### src/verilog/axil_pkg.sv
// AXI4-Lite bus types
package axil_pkg;

  localparam int unsigned AXIL_AW = 9;  // Byte address
  localparam int unsigned AXIL_DW = 32;
  localparam int unsigned AXIL_SW = AXIL_DW / 8;

  localparam logic [1:0] RESP_OKAY = 2'b00;

  // Master-driven signals
  typedef struct packed {
    logic [AXIL_AW-1:0] awaddr;
    logic               awvalid;
    logic [AXIL_DW-1:0] wdata;
    logic [AXIL_SW-1:0] wstrb;
    logic               wvalid;
    logic               bready;
    logic [AXIL_AW-1:0] araddr;
    logic               arvalid;
    logic               rready;
  } axil_req_t;

  // Slave-driven signals
  typedef struct packed {
    logic               awready;
    logic               wready;
    logic               bvalid;
    logic [1:0]         bresp;
    logic               arready;
    logic               rvalid;
    logic [AXIL_DW-1:0] rdata;
    logic [1:0]         rresp;
  } axil_rsp_t;

endpackage

### src/verilog/hwpe_ctrl_pkg.sv
// HWPE control register map
package hwpe_ctrl_pkg;

  // Mandatory register word indices
  localparam logic [5:0] REG_TRIGGER     = 6'd0;
  localparam logic [5:0] REG_ACQUIRE     = 6'd1;
  localparam logic [5:0] REG_FINISHED    = 6'd2;
  localparam logic [5:0] REG_STATUS      = 6'd3;
  localparam logic [5:0] REG_RUNNING_JOB = 6'd4;
  localparam logic [5:0] REG_SOFT_CLEAR  = 6'd5;

  localparam logic [5:0] REG_GENERIC_BASE = 6'd8; // 6 and 7 stay unmapped

  localparam logic [31:0] RESP_ALL_CXT_BUSY = 32'hFFFF_FFFF;
  localparam logic [31:0] RDATA_UNMAPPED    = 32'hDEAD_BEEF;

  localparam int unsigned MAX_CONTEXTS = 4; // Status word holds one byte per context

  typedef struct packed {
    logic       is_job;
    logic [5:0] index;
  } global_addr_t;

  typedef struct packed {
    logic       is_job;
    logic [1:0] ctx;
    logic [3:0] param;
  } job_addr_t;

  // Top bit of the word address picks the view
  typedef union packed {
    global_addr_t glob;
    job_addr_t    job;
  } reg_addr_u;

  typedef struct packed {
    logic        valid;
    logic        we;
    reg_addr_u   addr;
    logic [31:0] wdata;
    logic [3:0]  be;
  } reg_req_t;

  typedef struct packed {
    logic trigger;
    logic soft_clear;
  } sched_cmd_t;

  typedef enum logic [1:0] {
    IDLE    = 2'd0,
    START   = 2'd1,
    RUNNING = 2'd2
  } sched_state_t;

endpackage

### src/verilog/axil_slave_port.sv
// AXI4-Lite slave port
`timescale 1ns/1ps

module axil_slave_port
  import axil_pkg::*;
  import hwpe_ctrl_pkg::*;
(
  input  logic        clk_i,
  input  logic        rst_ni,
  input  axil_req_t   axil_i,
  output axil_rsp_t   axil_o,
  output reg_req_t    req_o,
  input  logic [31:0] rdata_i
);

  logic        b_pend_q;
  logic        r_pend_q;
  logic        r_first_q; // First cycle of a read response
  logic [31:0] rdata_q;
  logic        idle;
  logic        wr_acc;
  logic        rd_acc;

  // Nothing new while any response is held
  assign idle   = ~b_pend_q & ~r_pend_q;
  assign wr_acc = idle & axil_i.awvalid & axil_i.wvalid;
  assign rd_acc = idle & axil_i.arvalid & ~wr_acc; // Write wins a tie

  always_ff @(posedge clk_i or negedge rst_ni) begin
    if (!rst_ni) begin
      b_pend_q  <= 1'b0;
      r_pend_q  <= 1'b0;
      r_first_q <= 1'b0;
    end else begin
      r_first_q <= rd_acc;
      if (wr_acc) begin
        b_pend_q <= 1'b1;
      end else if (axil_i.bready) begin
        b_pend_q <= 1'b0;
      end
      if (rd_acc) begin
        r_pend_q <= 1'b1;
      end else if (axil_i.rready) begin
        r_pend_q <= 1'b0;
      end
    end
  end

  // Decoder data is only valid in the first response cycle
  always_ff @(posedge clk_i) begin
    if (r_first_q) begin
      rdata_q <= rdata_i;
    end
  end

  assign req_o.valid = wr_acc | rd_acc;
  assign req_o.we    = wr_acc;
  assign req_o.addr  = wr_acc ? axil_i.awaddr[AXIL_AW-1:2] : axil_i.araddr[AXIL_AW-1:2];
  assign req_o.wdata = axil_i.wdata;
  assign req_o.be    = axil_i.wstrb;

  assign axil_o.awready = wr_acc;
  assign axil_o.wready  = wr_acc;
  assign axil_o.bvalid  = b_pend_q;
  assign axil_o.bresp   = RESP_OKAY;
  assign axil_o.arready = rd_acc;
  assign axil_o.rvalid  = r_pend_q;
  assign axil_o.rdata   = r_first_q ? rdata_i : rdata_q;
  assign axil_o.rresp   = RESP_OKAY;

  // Responses hold until the master takes them
  assert property (@(posedge clk_i) disable iff (!rst_ni)
    axil_o.bvalid && !axil_i.bready |=> axil_o.bvalid);
  assert property (@(posedge clk_i) disable iff (!rst_ni)
    axil_o.rvalid && !axil_i.rready |=> axil_o.rvalid && $stable(axil_o.rdata));

endmodule

### src/verilog/ctx_sched_fsm.sv
// Context scheduler FSM
`timescale 1ns/1ps

module ctx_sched_fsm
  import hwpe_ctrl_pkg::*;
#(
  parameter int unsigned N_CONTEXT = 2
)
(
  input  logic        clk_i,
  input  logic        rst_ni,
  input  sched_cmd_t  cmd_i,
  input  logic        engine_done_i,
  output logic        engine_start_o,
  output logic        full_o,
  output logic [1:0]  running_ctx_o,
  output logic        job_done_o,
  output logic [31:0] status_o
);

  localparam logic [1:0] LAST_CTX = 2'(N_CONTEXT - 1);

  sched_state_t            state_q;
  sched_state_t            state_d;
  logic [1:0]              ptr_q;  // Next context to be triggered
  logic [1:0]              run_q;  // Context the engine works on
  logic [2:0]              cnt_q;  // Pending jobs
  logic [MAX_CONTEXTS-1:0] busy_q;
  logic                    done;

  assign done           = (state_q == RUNNING) & engine_done_i;
  assign job_done_o     = done;
  assign engine_start_o = (state_q == START);
  assign full_o         = (cnt_q == 3'(N_CONTEXT));
  assign running_ctx_o  = run_q;

  always_comb begin
    state_d = state_q;
    case (state_q)
      IDLE:    if (cnt_q != '0) state_d = START;
      START:   state_d = RUNNING;
      RUNNING: if (engine_done_i) state_d = IDLE;
      default: state_d = IDLE;
    endcase
  end

  always_ff @(posedge clk_i or negedge rst_ni) begin
    if (!rst_ni) begin
      state_q <= IDLE;
      ptr_q   <= '0;
      run_q   <= '0;
      cnt_q   <= '0;
      busy_q  <= '0;
    end else if (cmd_i.soft_clear) begin
      state_q <= IDLE;
      ptr_q   <= '0;
      run_q   <= '0;
      cnt_q   <= '0;
      busy_q  <= '0;
    end else begin
      state_q <= state_d;
      cnt_q   <= cnt_q + {2'b0, cmd_i.trigger} - {2'b0, done};
      if (cmd_i.trigger) begin
        busy_q[ptr_q] <= 1'b1;
        ptr_q         <= (ptr_q == LAST_CTX) ? 2'd0 : ptr_q + 2'd1;
      end
      // Full blocks any trigger into the running slot
      if (done) begin
        busy_q[run_q] <= 1'b0;
        run_q         <= (run_q == LAST_CTX) ? 2'd0 : run_q + 2'd1;
      end
    end
  end

  always_comb begin
    for (int i = 0; i < MAX_CONTEXTS; i++) begin
      status_o[8*i +: 8] = {7'b0, busy_q[i]};
    end
  end

  // A start always has a queued job behind it
  assert property (@(posedge clk_i) disable iff (!rst_ni)
    engine_start_o |-> (full_o || cnt_q != '0));

endmodule

### src/verilog/hwpe_ctrl_top.sv
// HWPE control block top level
`timescale 1ns/1ps

module hwpe_ctrl_top
  import axil_pkg::*;
  import hwpe_ctrl_pkg::*;
#(
  parameter int unsigned N_CONTEXT      = 2,
  parameter int unsigned N_IO_REGS      = 4,
  parameter int unsigned N_GENERIC_REGS = 2
)
(
  input  logic                            clk_i,
  input  logic                            rst_ni,
  input  axil_req_t                       axil_i,
  output axil_rsp_t                       axil_o,
  input  logic                            engine_done_i,
  output logic                            engine_start_o,
  output logic [N_IO_REGS-1:0][31:0]      job_params_o,
  output logic [N_GENERIC_REGS-1:0][31:0] generic_params_o
);

  reg_req_t    req;
  sched_cmd_t  cmd;
  logic [31:0] reg_rdata;
  logic [31:0] param_rdata;
  logic [31:0] status;
  logic        full;
  logic        acquire_grant;
  logic        finished_clr;
  logic        job_done;
  logic [1:0]  running_ctx;
  logic [1:0]  finished_cnt;
  logic [7:0]  offload_id;
  logic [7:0]  running_id;

  axil_slave_port u_port (
    .clk_i   (clk_i),
    .rst_ni  (rst_ni),
    .axil_i  (axil_i),
    .axil_o  (axil_o),
    .req_o   (req),
    .rdata_i (reg_rdata)
  );

  reg_access u_regs (
    .clk_i           (clk_i),
    .rst_ni          (rst_ni),
    .req_i           (req),
    .rdata_o         (reg_rdata),
    .cmd_o           (cmd),
    .full_i          (full),
    .status_i        (status),
    .offload_id_i    (offload_id),
    .running_id_i    (running_id),
    .finished_cnt_i  (finished_cnt),
    .acquire_grant_o (acquire_grant),
    .finished_clr_o  (finished_clr),
    .param_rdata_i   (param_rdata)
  );

  ctx_sched_fsm #(
    .N_CONTEXT (N_CONTEXT)
  ) u_sched (
    .clk_i          (clk_i),
    .rst_ni         (rst_ni),
    .cmd_i          (cmd),
    .engine_done_i  (engine_done_i),
    .engine_start_o (engine_start_o),
    .full_o         (full),
    .running_ctx_o  (running_ctx),
    .job_done_o     (job_done),
    .status_o       (status)
  );

  job_counters u_cnt (
    .clk_i           (clk_i),
    .rst_ni          (rst_ni),
    .clear_i         (cmd.soft_clear),
    .acquire_grant_i (acquire_grant),
    .job_done_i      (job_done),
    .finished_clr_i  (finished_clr),
    .offload_id_o    (offload_id),
    .running_id_o    (running_id),
    .finished_cnt_o  (finished_cnt)
  );

  param_regfile #(
    .N_CONTEXT      (N_CONTEXT),
    .N_IO_REGS      (N_IO_REGS),
    .N_GENERIC_REGS (N_GENERIC_REGS)
  ) u_params (
    .clk_i            (clk_i),
    .rst_ni           (rst_ni),
    .clear_i          (cmd.soft_clear), // Soft clear wipes stored parameters too
    .req_i            (req),
    .running_ctx_i    (running_ctx),
    .rdata_o          (param_rdata),
    .job_params_o     (job_params_o),
    .generic_params_o (generic_params_o)
  );

endmodule

### src/verilog/job_counters.sv
// Job ID and finished counters
`timescale 1ns/1ps

module job_counters (
  input  logic       clk_i,
  input  logic       rst_ni,
  input  logic       clear_i,
  input  logic       acquire_grant_i,
  input  logic       job_done_i,
  input  logic       finished_clr_i,
  output logic [7:0] offload_id_o,
  output logic [7:0] running_id_o,
  output logic [1:0] finished_cnt_o
);

  always_ff @(posedge clk_i or negedge rst_ni) begin
    if (!rst_ni) begin
      offload_id_o   <= '0;
      running_id_o   <= '0;
      finished_cnt_o <= '0;
    end else if (clear_i) begin
      offload_id_o   <= '0;
      running_id_o   <= '0;
      finished_cnt_o <= '0;
    end else begin
      if (acquire_grant_i) begin
        offload_id_o <= offload_id_o + 8'd1; // Wraps at 256
      end
      if (job_done_i) begin
        running_id_o <= running_id_o + 8'd1;
      end
      // Read clear beats a done in the same cycle
      if (finished_clr_i) begin
        finished_cnt_o <= '0;
      end else if (job_done_i && finished_cnt_o < 2'd2) begin
        finished_cnt_o <= finished_cnt_o + 2'd1;
      end
    end
  end

endmodule

### src/verilog/param_regfile.sv
// Job and generic parameter storage
`timescale 1ns/1ps

module param_regfile
  import hwpe_ctrl_pkg::*;
#(
  parameter int unsigned N_CONTEXT      = 2,
  parameter int unsigned N_IO_REGS      = 4,
  parameter int unsigned N_GENERIC_REGS = 2
)
(
  input  logic                           clk_i,
  input  logic                           rst_ni,
  input  logic                           clear_i,
  input  reg_req_t                       req_i,
  input  logic [1:0]                     running_ctx_i,
  output logic [31:0]                    rdata_o,
  output logic [N_IO_REGS-1:0][31:0]      job_params_o,
  output logic [N_GENERIC_REGS-1:0][31:0] generic_params_o
);

  logic [N_CONTEXT-1:0][N_IO_REGS-1:0][31:0] job_q;
  logic [N_GENERIC_REGS-1:0][31:0]           gen_q;
  logic                                      job_sel;
  logic                                      wr_en;

  assign job_sel = req_i.addr.job.is_job;
  assign wr_en   = req_i.valid & req_i.we;

  always_ff @(posedge clk_i or negedge rst_ni) begin
    if (!rst_ni) begin
      job_q <= '0;
      gen_q <= '0;
    end else if (clear_i) begin
      job_q <= '0;
      gen_q <= '0;
    end else if (wr_en) begin
      for (int c = 0; c < N_CONTEXT; c++) begin
        for (int p = 0; p < N_IO_REGS; p++) begin
          for (int b = 0; b < 4; b++) begin
            if (job_sel && req_i.addr.job.ctx == c && req_i.addr.job.param == p && req_i.be[b])
              job_q[c][p][8*b +: 8] <= req_i.wdata[8*b +: 8];
          end
        end
      end
      for (int g = 0; g < N_GENERIC_REGS; g++) begin
        for (int b = 0; b < 4; b++) begin
          if (!job_sel && req_i.addr.glob.index == REG_GENERIC_BASE + g && req_i.be[b])
            gen_q[g][8*b +: 8] <= req_i.wdata[8*b +: 8];
        end
      end
    end
  end

  // Out-of-range addresses read as unmapped
  always_comb begin
    rdata_o = RDATA_UNMAPPED;
    for (int c = 0; c < N_CONTEXT; c++) begin
      for (int p = 0; p < N_IO_REGS; p++) begin
        if (job_sel && req_i.addr.job.ctx == c && req_i.addr.job.param == p)
          rdata_o = job_q[c][p];
      end
    end
    for (int g = 0; g < N_GENERIC_REGS; g++) begin
      if (!job_sel && req_i.addr.glob.index == REG_GENERIC_BASE + g)
        rdata_o = gen_q[g];
    end
  end

  always_comb begin
    job_params_o = job_q[0];
    for (int c = 1; c < N_CONTEXT; c++) begin
      if (running_ctx_i == c) job_params_o = job_q[c];
    end
  end

  assign generic_params_o = gen_q;

endmodule

### src/verilog/reg_access.sv
// Register access decoder
`timescale 1ns/1ps

module reg_access
  import hwpe_ctrl_pkg::*;
(
  input  logic        clk_i,
  input  logic        rst_ni,
  input  reg_req_t    req_i,
  output logic [31:0] rdata_o,
  output sched_cmd_t  cmd_o,
  input  logic        full_i,
  input  logic [31:0] status_i,
  input  logic [7:0]  offload_id_i,
  input  logic [7:0]  running_id_i,
  input  logic [1:0]  finished_cnt_i,
  output logic        acquire_grant_o,
  output logic        finished_clr_o,
  input  logic [31:0] param_rdata_i
);

  logic        is_rd;
  logic        is_wr;
  logic [31:0] rdata_d;

  assign is_rd = req_i.valid & ~req_i.we;
  assign is_wr = req_i.valid & req_i.we;

  always_comb begin
    rdata_d         = RDATA_UNMAPPED;
    cmd_o           = '0;
    acquire_grant_o = 1'b0;
    finished_clr_o  = 1'b0;
    if (req_i.addr.job.is_job || req_i.addr.glob.index >= REG_GENERIC_BASE) begin
      rdata_d = param_rdata_i; // Storage decodes its own range
    end else begin
      case (req_i.addr.glob.index)
        REG_TRIGGER: begin
          rdata_d       = '0;
          cmd_o.trigger = is_wr & ~full_i; // Dropped when every context is pending
        end
        REG_ACQUIRE: begin
          if (full_i) begin
            rdata_d = RESP_ALL_CXT_BUSY;
          end else begin
            rdata_d         = {24'b0, offload_id_i};
            acquire_grant_o = is_rd;
          end
        end
        REG_FINISHED: begin
          rdata_d        = {30'b0, finished_cnt_i};
          finished_clr_o = is_rd; // Cleared by reading
        end
        REG_STATUS:      rdata_d = status_i;
        REG_RUNNING_JOB: rdata_d = {24'b0, running_id_i};
        REG_SOFT_CLEAR: begin
          rdata_d          = '0;
          cmd_o.soft_clear = is_wr;
        end
        default: rdata_d = RDATA_UNMAPPED;
      endcase
    end
  end

  // Read data one cycle after the access
  always_ff @(posedge clk_i or negedge rst_ni) begin
    if (!rst_ni) begin
      rdata_o <= '0;
    end else if (is_rd) begin
      rdata_o <= rdata_d;
    end
  end

endmodule
### config.mk
export PLATFORM = sky130hd
export DESIGN_NAME = hwpe_ctrl_top
export DESIGN_NICKNAME = d
export VERILOG_FILES = /design/src/verilog/axil_pkg.sv /design/src/verilog/hwpe_ctrl_pkg.sv /design/src/verilog/axil_slave_port.sv /design/src/verilog/ctx_sched_fsm.sv /design/src/verilog/hwpe_ctrl_top.sv /design/src/verilog/job_counters.sv /design/src/verilog/param_regfile.sv /design/src/verilog/reg_access.sv
export SDC_FILE = /design/constraint.sdc
export NUM_CORES = 1
export LEC_CHECK = 0
export BUFFER_PORTS_ARGS = -buffer_cell sky130_fd_sc_hd__clkbuf_2
export CAP_MARGIN = 0
export CELL_PAD_IN_SITES_DETAIL_PLACEMENT = 1
export CELL_PAD_IN_SITES_GLOBAL_PLACEMENT = 1
export CORE_ASPECT_RATIO = 0.7
export CORE_MARGIN = 4
export CORE_UTILIZATION = 48
export DETAILED_ROUTE_END_ITERATION = 16
export GPL_ROUTABILITY_DRIVEN = 0
export MAX_ROUTING_LAYER = met4
export PLACE_DENSITY = 0.88
export SLEW_MARGIN = 20
export SYNTH_ARGS = -nofsm -noshare
export SYNTH_HDL_FRONTEND = slang
export SYNTH_SLANG_ARGS = --single-unit
### constraint.sdc
create_clock -name clk_i -period 8.8 [get_ports clk_i]
set_clock_uncertainty 0.05 [all_clocks]
set_input_delay 2.2 -clock clk_i [delete_from_list [all_inputs] [get_ports clk_i]]
set_output_delay 2.2 -clock clk_i [all_outputs]
set_load 0.02 [all_outputs]
# Word-level counts from Yosys, hierarchy flattened
# Cells that the tools add are included.
[classes]
add_sub_neg = 7
n_mul = 0
div_mod_pow = 0
n_lt_le_gt_ge = 6
n_eq_ne = 18
shift = 0
muxes = 98
bitwise = 17
reduce_logical = 151
[ops]
columns = ["op", "count"]
rows = [
  ["2-to-1 mux 256 bit", 2],
  ["2-to-1 mux 32 bit", 13],
  ["2-to-1 mux 8 bit", 44],
  ["one-hot mux 32 bit (5 select lines)", 1],
  ["2-to-1 mux 128 bit", 1],
  ["2-to-1 mux 64 bit", 2],
  ["nonzero test 2 bit", 46],
  ["AND reduction 2 bit", 41],
  ["logical AND 1 bit", 55],
  ["2-to-1 mux 2 bit", 13],
  ["adder 8 x 1 -> 8 bit, second input constant", 2],
  ["2-to-1 mux 4 bit", 4],
  ["2-to-1 mux 1 bit", 13],
  ["== test 6 x 2 -> 1 bit, second input constant", 2],
  ["== test 6 x 3 -> 1 bit, second input constant", 2],
  ["== test 6 x 4 -> 1 bit, second input constant", 2],
  ["AND 1 bit", 9],
  ["== test 2 x 1 -> 1 bit, second input constant", 4],
  ["== test 4 x 2 -> 1 bit, second input constant", 2],
  ["2-to-1 mux 7 bit", 1],
  ["adder 2 x 1 -> 2 bit, second input constant", 3],
  ["== test 6 x 1 -> 1 bit, second input constant", 1],
  [">= comparator 6 x 4 -> 1 bit, second input constant", 1],
  ["zero test 6 bit", 1],
  ["other kinds (24)", 32],
]
[word_totals]
ff_bits = 418
latchBits = 0
ram_bits = 0
romBits = 0
inputBits = 62
output_inout_bits = 234
wordCells = 350
memories = 0

# Depth between registers and ports, before layout
# Gate-level depths: netlist (run 1).
[depth]
depth_word = 19
mapped_depth = 12

# Modules after synthesis
# A second synthesis (run 1) with hierarchy kept.
[unflattened]
hier_cells = 2481
hier_area_um2 = 22426.5
[by_module_without_submodules]
columns = ["module", "n_inst", "cells_each", "area_each_um2"]
rows = [
  ["param_regfile", 1, 1991, 17399.2],
  ["reg_access", 1, 192, 1727.9],
  ["axil_slave_port", 1, 136, 1589.0],
  ["ctx_sched_fsm", 1, 81, 863.3],
  ["job_counters", 1, 81, 847.1],
]

# Least setup slack after synthesis (run 1)
# No wires, ideal clock.
[synth_path]
path_kind = "input-to-output"
startpoint = "input port axil_i[12] (netlist bit)"
endpoint = "output port axil_o[35] (netlist bit)"
arrival_time_ns = 3.347
required_ns = 6.550
path_slack_ns = 3.203
stages = 6
path_cell_list = "nand2_1 nand3_1 inv_1 clkbuf_1 clkbuf_1 buf_4"
[synth_between]
elab_chain_cells = 3
[synth_rtl]
columns = ["item", "line", "text"]
rows = [
  ["start: declaration", "hwpe_ctrl_top.sv:15", "input axil_req_t axil_i,"],
  ["AND 1 bit", "axil_slave_port.sv:26", "assign wr_acc = idle & axil_i.awvalid & axil_i.wvalid;"],
  ["NOT 1 bit", "axil_slave_port.sv:27", "assign rd_acc = idle & axil_i.arvalid & ~wr_acc;"],
  ["AND 1 bit", "axil_slave_port.sv:27", ""],
  ["end: declaration", "hwpe_ctrl_top.sv:16", "output axil_rsp_t axil_o,"],
]
# No other way between the ends.

==> results of run 1 <==
[placed cells by master (no fill, tap or decap), types with 12 or more instances in the layout]
cell,count
sky130_fd_sc_hd__nand2_1,448
sky130_fd_sc_hd__dfrtp_1,386
sky130_fd_sc_hd__o21ai_0,359
sky130_fd_sc_hd__clkbuf_2,286
sky130_fd_sc_hd__mux2_2,160
sky130_fd_sc_hd__nor2_1,89
sky130_fd_sc_hd__o22ai_1,59
sky130_fd_sc_hd__a21oi_1,49
sky130_fd_sc_hd__clkbuf_16,45
sky130_fd_sc_hd__buf_4,34
sky130_fd_sc_hd__dfxtp_1,32
sky130_fd_sc_hd__inv_1,29
sky130_fd_sc_hd__nand3_1,29
sky130_fd_sc_hd__a31oi_1,28
sky130_fd_sc_hd__o211ai_1,23
sky130_fd_sc_hd__o221ai_1,21
sky130_fd_sc_hd__a21o_1,19
sky130_fd_sc_hd__o31ai_1,19
sky130_fd_sc_hd__a22oi_1,18
sky130_fd_sc_hd__nor3_1,15
sky130_fd_sc_hd__a221oi_1,14
sky130_fd_sc_hd__clkinv_2,14
sky130_fd_sc_hd__o21ai_1,12
[path summary, 6_finish.rpt]
check	endpoint	cells past startpoint
worst max register to register	u_regs.rdata_o[23]	8
worst max-delay path	axil_o[40]	4
worst min register to register	u_port.rdata_q[31]	1
min in group asynchronous	u_sched.state_q[0]	1
worst min-delay path	u_port.rdata_q[31]	1
max in group asynchronous	u_params.job_q[187]	3
[per-stage QoR]
| step | hold slack (ns) | total power, W |
|---|---|---|
| after floorplan | 0.389 | 0.00297 |
| after global placement | 0.407 | 0.00334 |
| after detailed placement | 0.414 | 0.00341 |
| after CTS | 0.431 | 0.00533 |
| after global routing | 0.440 | 0.00551 |
| final | 0.424 | 0.00536 |
[sequential cells by signal, indices dropped and copies added, names as in the netlist]
register,flops
u_params.job_q,256
u_params.generic_params_o,64
u_port.rdata_q,32
u_regs.rdata_o,32
u_cnt.offload_id_o,8
u_cnt.running_id_o,8
u_sched.busy_q,4
u_sched.cnt_q,3
u_cnt.finished_cnt_o,2
u_sched.ptr_q,2
u_sched.running_ctx_o,2
u_sched.state_q,2
u_port.b_pend_q,1
u_port.r_first_q,1
u_port.r_pend_q,1
[cells in the mapped netlist (all sizes together), types with 19 or more instances]
cell | instances | area [sq um]
a21oi | 60 | 315
a31oi | 28 | 175
o31ai | 19 | 143
a21o | 19 | 143
dfxtp | 32 | 641
nand2 | 448 | 1680
clkbuf | 88 | 330
buf | 58 | 340
o221ai | 21 | 184
a22oi | 19 | 148
inv | 30 | 113
mux2 | 161 | 1820
nand3 | 29 | 145
dfrtp | 386 | 9660
o21ai | 380 | 1910
o22ai | 65 | 447
o211ai | 23 | 173
nor2 | 95 | 374
[worst reg2reg max path, delay by kind of cell, from the launching register on]
kind            cells  cell delay (ns)
flops               1             0.41
buf+inv             1             1.06
compound gates      3             1.39
simple gates        4             1.82
[cell families (layout without fill, tap and decap cells)]
group / Yosys count / after routing
DFF: 418 / 418
AOI/OAI and AO/OA: 709 / 709
other: 1 / 7
and+or+nand+nor: 659 / 659
buffers and inverters: 176 / 434
xor gates and xnor gates: 16 / 16
adders and majority gates: 5 / 5
muxes: 170 / 170
[layout make-up]
| cell class | instances | area share [%] |
|---|---|---|
| antenna | 3 | 0.0316 |
| clock buffer | 61 | 5.42 |
| clock inverter | 18 | 0.711 |
| inverter | 30 | 0.474 |
| multi-input combinational | 1563 | 39.6 |
| sequential | 418 | 43.4 |
| tap | 544 | 2.87 |
| timing repair buffer | 325 | 7.53 |
[report_power, final]
part	internal, W	switching [W]
Clock	0.00111	0.000827
Sequential	0.00212	0.000151
Combinational	0.000403	0.000750
Total	0.00363	0.00173
[routing by layer]
metal  vias to the layer above  share of wire [%]  global-route usage (%)
met1                     10042                 37                    47.9
met4                         0                6.4                    21.4
met3                       426                 11                    8.89
met5                         -                  0                       -
met2                      1444                 45                    57.8
li1                       8203                  -                       -
==> flow_metrics.env, run 1 <==
export IMPL_final_util_pct=57.3
export IMPL_worst_margin_slew_ns=1.31
export IMPL_floorplan_die_width_um=254
export IMPL_synth_ff_latch_count=418
export IMPL_synthMuxAreaShare_pct=9.41
export IMPL_fillerInstances=4754
export IMPL_timing_critical_path_cells="clkbuf_2, nand4bb_4, inv_2, clkbuf_2"
export IMPL_peakVddDrop_uv=134
export IMPL_synth_compound_area_share_pct=21.1
export IMPL_gr_usage_all_layers_pct=38.4
export IMPL_synthDistinctLibCells=79
export IMPL_ctsRootBufferMaster="sky130_fd_sc_hd__clkbuf_16"
export IMPL_finalNetCount=2448
export IMPL_yosys_area_share_xor_xnor_pct=0.689
export IMPL_crit_path_top_delay_cell="sky130_fd_sc_hd__inv_2"
export IMPL_instances_no_fill=2962
export IMPL_wl_per_cell_um=29.9
export IMPL_postLayoutCellArea_sq_um=23700
export IMPL_drt_total_wl_um=88600
export IMPL_area_growth_syn_to_layout_pct=16.7
export IMPL_tritoncts_num_sinks=418
export IMPL_synth_adder_area_share_pct=0.344
export IMPL_finalCritPeriodShare_pct=73.2
export IMPL_drc=0
export IMPL_synth_yosys_warnings=0
export IMPL_netlist_area_pre_place_sq_um=20300
export IMPL_cts_hold_repair_buffers=0
export IMPL_post_cts_resize_count=0
export IMPL_floorplan_initialDensity_pct=49.1
export IMPL_core_area_sq_um=41400
export IMPL_postLayoutSetupSlackWorst_ns=2.36
export IMPL_cp_data_required_time_ns=6.55
export IMPL_placed_cell_area_sq_um=22200
export IMPL_cp_top_family="buffers and inverters"
export IMPL_post_synth_and_or_nand_nor_area_fraction_pct=14.0
export IMPL_clk_transition_reported_paths_ns=0.06
export IMPL_placed_cells_incl_taps=2878
export IMPL_async_flop_share_pct=92.3
export IMPL_final_number_of_max_transition_violations=0
export IMPL_area_of_the_multi_input_gates_sq_um=9400
export IMPL_vias_in_the_first_global_route=20941
export IMPL_die_height_um=180
export IMPL_leakage_nw=11.0
export IMPL_fin_tns_setup_ns=0
export IMPL_power_density_nw_per_um2=226
export IMPL_main_combinational_cell_family_by_area_after_synthesis="compound AO/OA/AOI/OAI gates"
export IMPL_syn_avg_cell_area_sq_um=9.45
export IMPL_crit_path_start_kind="input pin"
export IMPL_drt_vias_per_instance=6.79
export IMPL_tritoncts_num_buffers=43
export IMPL_final_setup_viol_count=0
export IMPL_clock_tree_htree_level_count=2
export IMPL_outcome="finished, final reports clean"
export IMPL_remaining_antenna_violation_count_after_routing=0
export IMPL_slowest_cell_delay_on_critical_path_ns=1.06
export IMPL_first_pass_iters=6
export IMPL_reg2reg_from="u_port.b_pend_q"
export IMPL_place_detailed_hpwl_um=58700
export IMPL_initialDrtViolationCount=2291
export IMPL_layout_min_cycle_time_ns=6.44
export IMPL_rows=62
export IMPL_worst_hold_path_type="flip-flop to flip-flop"
export IMPL_area_sequential_sq_um=10300
export IMPL_floorplan_die_area_sq_um=45800
export IMPL_largest_net_degree_at_the_start_of_global_routing=182
export IMPL_global_route_overflow_total=0
export IMPL_io_pin_count=296
export IMPL_syn_instance_count=2154
export IMPL_crit_arrival_ns=4.19
export IMPL_count_of_flip_flops_with_a_built_in_enable_after_synthesis=0
export IMPL_setup_fix_buffers_added_after_clock_tree_synthesis=0
export IMPL_critical_path_peak_fanout=54
export IMPL_cp_end_kind="output pin"
export IMPL_worst_path_most_repeated_cell="sky130_fd_sc_hd__clkbuf_2"
export IMPL_routed_via_count=20115
export IMPL_io_buffers=287
export IMPL_clock_latency_ns=0.58
export IMPL_ys_seq_area_share_pct=50.6
export IMPL_timing_critical_path_from="axil_i[49]"
export IMPL_timing_slew_headroom_pct=12.7
export IMPL_post_place_ws_ns=2.48
export IMPL_rsz_0062_raised_after_global_routing="false"
export IMPL_hold_violations=0
export IMPL_cts_path_max_buffers=3
export IMPL_cts_tree="done"
export IMPL_worst_setup_path_type="input pin to output pin"
export IMPL_maxCapViolations=0
export IMPL_holdCritStartpoint="u_port.rdata_q[31]"
export IMPL_drive_gt1_share_pct=25.5
export IMPL_postSynth_topFlopCell="sky130_fd_sc_hd__dfrtp_1"
export IMPL_ff2ff_setup_slack_ns=3.95
export IMPL_grt_first_pass_wirelength_um=131000
export IMPL_cp_buffers_inverters=3
export IMPL_number_of_antenna_violations_at_the_first_check_in_global_routing=3
export IMPL_achievable_frequency_mhz=155
No activity file was read; power rests on OpenSTA's default activity.
==> run 2: changes to the inputs <==
Settings changed: ABC_AREA from default to 1, CORE_UTILIZATION 48 to 43, PLACE_DENSITY 0.88 to 0.83.
Clock period 8.8 ns to 6.7 ns, I/O delays scaled along.
==> run 2 against run 1 <==
Against the previous run:
- routed wire length fell by 10%
- sequential power up 28%
- global-route usage fell by 7.2 points
- combinational power up 22%
- worst setup slack worse by 0.45 ns
- area after synthesis grew 1.8%
- die area grew 13%
- clock-buffer cell count grew 11
- power increased by 28%
- flip-flop and latch count is the same
- synthesized cell count increased by 21%
- highest routed layer unchanged
==> flow_metrics.env, run 2 <==
export IMPL_outcome="finished, final reports clean"
export IMPL_synthTopCellsByArea="sky130_fd_sc_hd__dfrtp_1 47%, sky130_fd_sc_hd__nand2_1 12%, sky130_fd_sc_hd__o21ai_0 10%"
export IMPL_synthDistinctLibCells=49
export IMPL_drive_gt1_share_pct=20.3
export IMPL_cts_hold_repair_buffers=0
export IMPL_final_util_pct=51.3
export IMPL_synth_ff_latch_count=418
export IMPL_layout_min_cycle_time_ns=4.79
export IMPL_insertedDiodeCount=0
export IMPL_grt_first_pass_wirelength_um=123000
export IMPL_clock_tree_htree_level_count=2
export IMPL_peakVddDrop_uv=268
export IMPL_most_common_layout_cells="668 x sky130_fd_sc_hd__nand2_1, 429 x sky130_fd_sc_hd__o21ai_0, 385 x sky130_fd_sc_hd__dfrtp_1"
export IMPL_clock_latency_ns=0.57
export IMPL_power_density_nw_per_um2=286
export IMPL_largest_net_degree_at_the_start_of_global_routing=155
export IMPL_io_pin_count=296
export IMPL_routed_via_count=20034
export IMPL_cts_tree="done"
export IMPL_wl_per_cell_um=22.9
export IMPL_synth_yosys_warnings=0
export IMPL_worst_hold_path_type="flip-flop to flip-flop"
export IMPL_gr_usage_all_layers_pct=31.2
export IMPL_core_area_sq_um=47000
export IMPL_critical_path_peak_fanout=14
export IMPL_maxCapViolations=0
export IMPL_synthTopCellsByCount="670 x sky130_fd_sc_hd__nand2_1, 429 x sky130_fd_sc_hd__o21ai_0, 386 x sky130_fd_sc_hd__dfrtp_1, 245 x sky130_fd_sc_hd__inv_1, 204 x sky130_fd_sc_hd__nor2_1"
export IMPL_number_of_antenna_violations_at_the_first_check_in_global_routing=0
export IMPL_yosysMostFrequentCell="sky130_fd_sc_hd__nand2_1"
export IMPL_drc=0
export IMPL_cp_data_required_time_ns=7.09
export IMPL_postLayoutSetupSlackWorst_ns=1.91
export IMPL_fin_tns_setup_ns=0
export IMPL_syn_avg_cell_area_sq_um=7.97
export IMPL_floorplan_initialDensity_pct=44.1
export IMPL_worst_margin_slew_ns=1.06
export IMPL_leakage_nw=11.6
export IMPL_hold_violations=0
export IMPL_floorplan_die_width_um=270
export IMPL_achievable_frequency_mhz=209
export IMPL_post_cts_resize_count=0
export IMPL_io_buffers=287
export IMPL_area_growth_syn_to_layout_pct=16.3
export IMPL_finalNetCount=2892
export IMPL_largest_register_ff_count=256
export IMPL_initialDrtViolationCount=1877
export IMPL_placed_cells_incl_taps=3391
export IMPL_timing_slew_headroom_pct=29.2
export IMPL_cp_end_kind="flip-flop"
export IMPL_tritoncts_num_buffers=44
export IMPL_global_route_overflow_total=0
export IMPL_synth_largest_area_cell="sky130_fd_sc_hd__dfrtp_1"
export IMPL_largest_register="u_params.job_q"
export IMPL_post_place_ws_ns=1.40
export IMPL_setup_fix_buffers_added_after_clock_tree_synthesis=0
export IMPL_final_number_of_max_transition_violations=0
export IMPL_rows=66
export IMPL_finalCritPeriodShare_pct=71.5
export IMPL_crit_arrival_ns=5.18
export IMPL_ys_seq_area_share_pct=49.7
export IMPL_cts_path_max_buffers=3
export IMPL_count_of_flip_flops_with_a_built_in_enable_after_synthesis=0
export IMPL_drt_total_wl_um=79500
export IMPL_die_height_um=192
export IMPL_postSynth_topFlopCell="sky130_fd_sc_hd__dfrtp_1"
export IMPL_vias_in_the_first_global_route=20875
export IMPL_async_flop_share_pct=92.3
export IMPL_ctsRootBufferMaster="sky130_fd_sc_hd__clkbuf_16"
export IMPL_first_pass_iters=5
export IMPL_place_detailed_hpwl_um=55000
export IMPL_clk_transition_reported_paths_ns=0.06
export IMPL_tritoncts_num_sinks=418
export IMPL_final_setup_viol_count=0
export IMPL_instances_no_fill=3473
export IMPL_netlist_area_pre_place_sq_um=20700
export IMPL_crit_path_start_kind="input pin"
export IMPL_drt_vias_per_instance=5.77
export IMPL_floorplan_die_area_sq_um=51800
export IMPL_area_share_of_the_largest_cell_type_after_synthesis_pct=46.6
export IMPL_layout_commonest_cell="sky130_fd_sc_hd__nand2_1"
export IMPL_worst_setup_path_type="input pin to flip-flop"
export IMPL_rsz_0062_raised_after_global_routing="false"
export IMPL_remaining_antenna_violation_count_after_routing=0
export IMPL_syn_instance_count=2599
==> run 2: worst paths after layout <==
kind	cells past startpoint	to	startpoint	slack, ns
setup / recovery	15	u_regs.rdata_o[18]	axil_i[12]	1.91
hold / removal	2	u_port.rdata_q[15]	u_port.rdata_q[15]	0.42
setup reg to reg	16	u_regs.rdata_o[24]	u_port.r_pend_q	2.71
hold reg to reg	2	u_port.rdata_q[15]	u_port.rdata_q[15]	0.42
max in group asynchronous	2	u_params.job_q[152]	rst_ni	4.04
min in group asynchronous	1	u_params.job_q[11]	rst_ni	1.15
==> run 2: where the power goes <==
group / total (W) / leakage (nW) / switching (W) / internal (W)
registers: 0.00291 / 5.46 / 0.000150 / 0.00276
clock network: 0.00258 / 0.741 / 0.00108 / 0.00150
logic: 0.00140 / 5.35 / 0.000989 / 0.000408
==> run 2: layout make-up <==
class	count	area [sq um]
clock buffer	72	1390
fill	5845	22900
inverter	259	972
tap	612	766
multi-input combinational	1788	8850
timing repair buffer	314	1700
clock inverter	10	108
sequential	418	10300
==> run 2: per-stage QoR <==
stage / cell area, sq um / hold WS (ns) / total power (W)
global placement: 22600 / 0.409 / 0.00427
global route: 24100 / 0.444 / 0.00718
CTS: 24100 / 0.429 / 0.00691
detailed placement: 22600 / 0.414 / 0.00433
floorplan: 20700 / 0.393 / 0.00381
finish: 24100 / 0.424 / 0.00688
==> run 2: routing by layer <==
| layer | up-vias | GRT usage (%) | wire length [um] |
|---|---|---|---|
| met3 | 176 | 4.63 | 5130 |
| li1 | 8870 | - | - |
| met4 | 0 | 10.9 | 2950 |
| met5 | - | - | 0 |
| met1 | 10244 | 39.8 | 33300 |
| met2 | 744 | 51.6 | 38100 |
==> run 2: worst max-delay path: stages <==
cell and delay (ns):
sky130_fd_sc_hd__clkbuf_2 0.08, sky130_fd_sc_hd__nand2_1 0.10, sky130_fd_sc_hd__inv_2 0.11, sky130_fd_sc_hd__nand2_2 0.26, sky130_fd_sc_hd__nand2_1 0.11, sky130_fd_sc_hd__nand2_2 0.13
sky130_fd_sc_hd__nand2_1 0.17, sky130_fd_sc_hd__nor2_2 0.75, sky130_fd_sc_hd__nand2_1 0.79, sky130_fd_sc_hd__o21ai_0 0.41, sky130_fd_sc_hd__nor2_1 0.09, sky130_fd_sc_hd__nand4_1 0.08
sky130_fd_sc_hd__nand2_1 0.12, sky130_fd_sc_hd__nand4_1 0.17, sky130_fd_sc_hd__a21oi_1 0.09
==> run 2: logic make-up after synthesis <==
group                    synth area share [%]
AND/OR/NAND/NOR                          23.8
AO/OA/AOI/OAI                            15.1
flip-flops                               49.7
buffers and inverters                    7.92
multiplexers                             2.94
adder cells (fa/ha/maj)                 0.338
XOR/XNOR                                0.169
other                                  0.0181
==> run 3: changes to the inputs <==
Settings changed: CORE_UTILIZATION 43 to 39, PLACE_DENSITY 0.83 to 0.79.
Clock period 6.7 ns to 3.98 ns, I/O delays scaled along.
==> run 3 against run 2 <==
Against the previous run:
- power is 69% higher
- final cell count is 3.4% higher
- clock-buffer cell count is 5 lower
- worst hold slack worse by 0.098 ns
- critical path depth is 10 lower
- final area is 2.3% higher
- worst setup slack worse by 1.7 ns
- via count is 1.5% lower
- clock power is 67% higher
- highest routed layer unchanged
- first-iteration DRC count is 17% lower
- register-to-register slack worse by 2.1 ns
- routed wire length is 0.45% lower
==> flow_metrics.env, run 3 (synthesis gave the netlist of run 2 again) <==
export IMPL_timing_slew_headroom_pct=31.4
export IMPL_drive_gt1_share_pct=21.5
export IMPL_slowest_cell_delay_on_critical_path_ns=0.60
export IMPL_fillerInstances=6431
export IMPL_first_pass_iters=5
export IMPL_floorplan_die_area_sq_um=56900
export IMPL_insertedDiodeCount=0
export IMPL_cts_path_max_buffers=3
export IMPL_crit_arrival_ns=2.71
export IMPL_grt_first_pass_wirelength_um=122000
export IMPL_final_setup_viol_count=0
export IMPL_cp_end_kind="output pin"
export IMPL_most_common_layout_cells="669 x sky130_fd_sc_hd__nand2_1, 429 x sky130_fd_sc_hd__o21ai_0, 385 x sky130_fd_sc_hd__dfrtp_1"
export IMPL_critical_path_peak_fanout=75
export IMPL_die_height_um=201
export IMPL_layout_min_cycle_time_ns=3.76
export IMPL_ctsRootBufferMaster="sky130_fd_sc_hd__clkbuf_16"
export IMPL_ff2ff_setup_slack_ns=0.60
export IMPL_setup_fix_buffers_added_after_clock_tree_synthesis=0
export IMPL_fin_tns_setup_ns=0
export IMPL_cp_top_family="buffers and inverters"
export IMPL_postLayoutCellArea_sq_um=24600
export IMPL_hold_violations=0
export IMPL_cp_data_required_time_ns=2.93
export IMPL_cts_hold_repair_buffers=0
export IMPL_placed_cells_incl_taps=3510
export IMPL_clockPowerShare_pct=37.2
export IMPL_worst_margin_slew_ns=1.03
export IMPL_outcome="finished, final reports clean"
export IMPL_post_cts_resize_count=0
export IMPL_crit_path_start_kind="flip-flop"
export IMPL_achievable_frequency_mhz=266
export IMPL_pwr_share_comb_pct=20.6
export IMPL_peakVddDrop_uv=275
export IMPL_vias_in_the_first_global_route=20463
export IMPL_worst_hold_path_type="input pin to async pin"
export IMPL_maxCapViolations=0
export IMPL_core_area_sq_um=52400
export IMPL_final_number_of_max_transition_violations=0
export IMPL_rsz_0062_raised_after_global_routing="false"
export IMPL_cp_buffers_inverters=3
export IMPL_cts_tree="done"
export IMPL_layout_commonest_cell="sky130_fd_sc_hd__nand2_1"
export IMPL_p_int_w=0.00789
export IMPL_wl_per_cell_um=22.0
export IMPL_finalNetCount=2940
export IMPL_finalCritPeriodShare_pct=94.4
export IMPL_leakage_nw=11.8
export IMPL_global_route_overflow_total=0
export IMPL_placed_cell_area_sq_um=23100
export IMPL_drt_total_wl_um=79200
export IMPL_crit_path_top_delay_cell="sky130_fd_sc_hd__o21ai_0"
export IMPL_largest_register_ff_count=256
export IMPL_netSwitchingPower_w=0.00373
export IMPL_tritoncts_num_buffers=45
export IMPL_power_density_nw_per_um2=471
export IMPL_largest_register="u_params.job_q"
export IMPL_postLayoutSetupSlackWorst_ns=0.225
export IMPL_drc=0
export IMPL_place_detailed_hpwl_um=57100
export IMPL_routed_via_count=19727
export IMPL_io_pin_count=296
export IMPL_remaining_antenna_violation_count_after_routing=0
export IMPL_post_place_ws_ns=0.0292
export IMPL_floorplan_die_width_um=283
export IMPL_instances_no_fill=3592
export IMPL_tritoncts_num_sinks=418
export IMPL_worst_setup_path_type="flip-flop to output pin"
export IMPL_drt_vias_per_instance=5.49
export IMPL_clk_transition_reported_paths_ns=0.06
export IMPL_clock_tree_htree_level_count=2
export IMPL_number_of_antenna_violations_at_the_first_check_in_global_routing=0
export IMPL_gr_usage_all_layers_pct=28.0
export IMPL_initialDrtViolationCount=1550
export IMPL_rows=70
export IMPL_largest_net_degree_at_the_start_of_global_routing=91
export IMPL_io_buffers=287
export IMPL_sw_frac_of_total_pct=32.1
export IMPL_share_seq_of_total_power_pct=42.2
export IMPL_area_growth_syn_to_layout_pct=18.9
export IMPL_clock_latency_ns=0.57
export IMPL_floorplan_initialDensity_pct=39.6
export IMPL_timing_critical_path_cells="inv_1, nand2_4, buf_12, o21ai_0, clkbuf_2"
## run 3: cell types whose count changed in the layout (fill, tap and decap cells not counted), sizes merged
cell	previous run	this run
bufinv	2	3
clkinv	12	17
clkinvlp	0	1
inv	255	253
clkbuf	358	353
buf	28	75
## run 3: path summary, 6_finish.rpt
kind                                          start                   to  cells past startpoint
setup / recovery           u_sched.running_ctx_o[1]      job_params_o[7]                      5
hold / removal                               rst_ni   u_regs.rdata_o[11]                      1
setup reg to reg                    u_port.r_pend_q   u_params.job_q[49]                     12
hold reg to reg                  u_port.rdata_q[19]   u_port.rdata_q[19]                      2
max in group asynchronous                    rst_ni  u_params.job_q[226]                      2
min in group clk_i               u_port.rdata_q[19]   u_port.rdata_q[19]                      2
## run 3: routing by layer
| layer | vias up | wire length, um | track usage [%] |
|---|---|---|---|
| met5 | - | 0 | - |
| met4 | 0 | 2760 | 8.82 |
| met3 | 143 | 4330 | 3.69 |
| met2 | 665 | 37900 | 46.0 |
| met1 | 9956 | 34200 | 36.3 |
| li1 | 8963 | - | - |
## run 3: cell type report
class                   count  area (sq um)  area share, %
flip-flops and latches    418         10300           41.8
well taps                 684           856           3.47
inverters                 259           972           3.95
clock buffers              67          1330           5.40
multi-input cells        1788          8830           35.9
clock inverters            15           164          0.665
repair buffers            361          2180           8.84
## run 3: metrics by stage
step                      total power [W]  utilization [%]  hold WS (ns)
after global routing               0.0121             47.0         0.347
after global placement            0.00724             44.1         0.409
final                              0.0116             47.0         0.326
after CTS                          0.0117             47.0         0.333
after floorplan                   0.00642                -         0.393
after detailed placement          0.00734             44.1         0.416
## run 3: power by group through the flow
stage	clock network (W)	registers, W	logic [W]
floorplan	0	0.00489	0.00153
global placement	0	0.00494	0.00230
detailed placement	0	0.00496	0.00238
CTS	0.00438	0.00489	0.00240
global route	0.00457	0.00494	0.00262
finish	0.00432	0.00490	0.00240
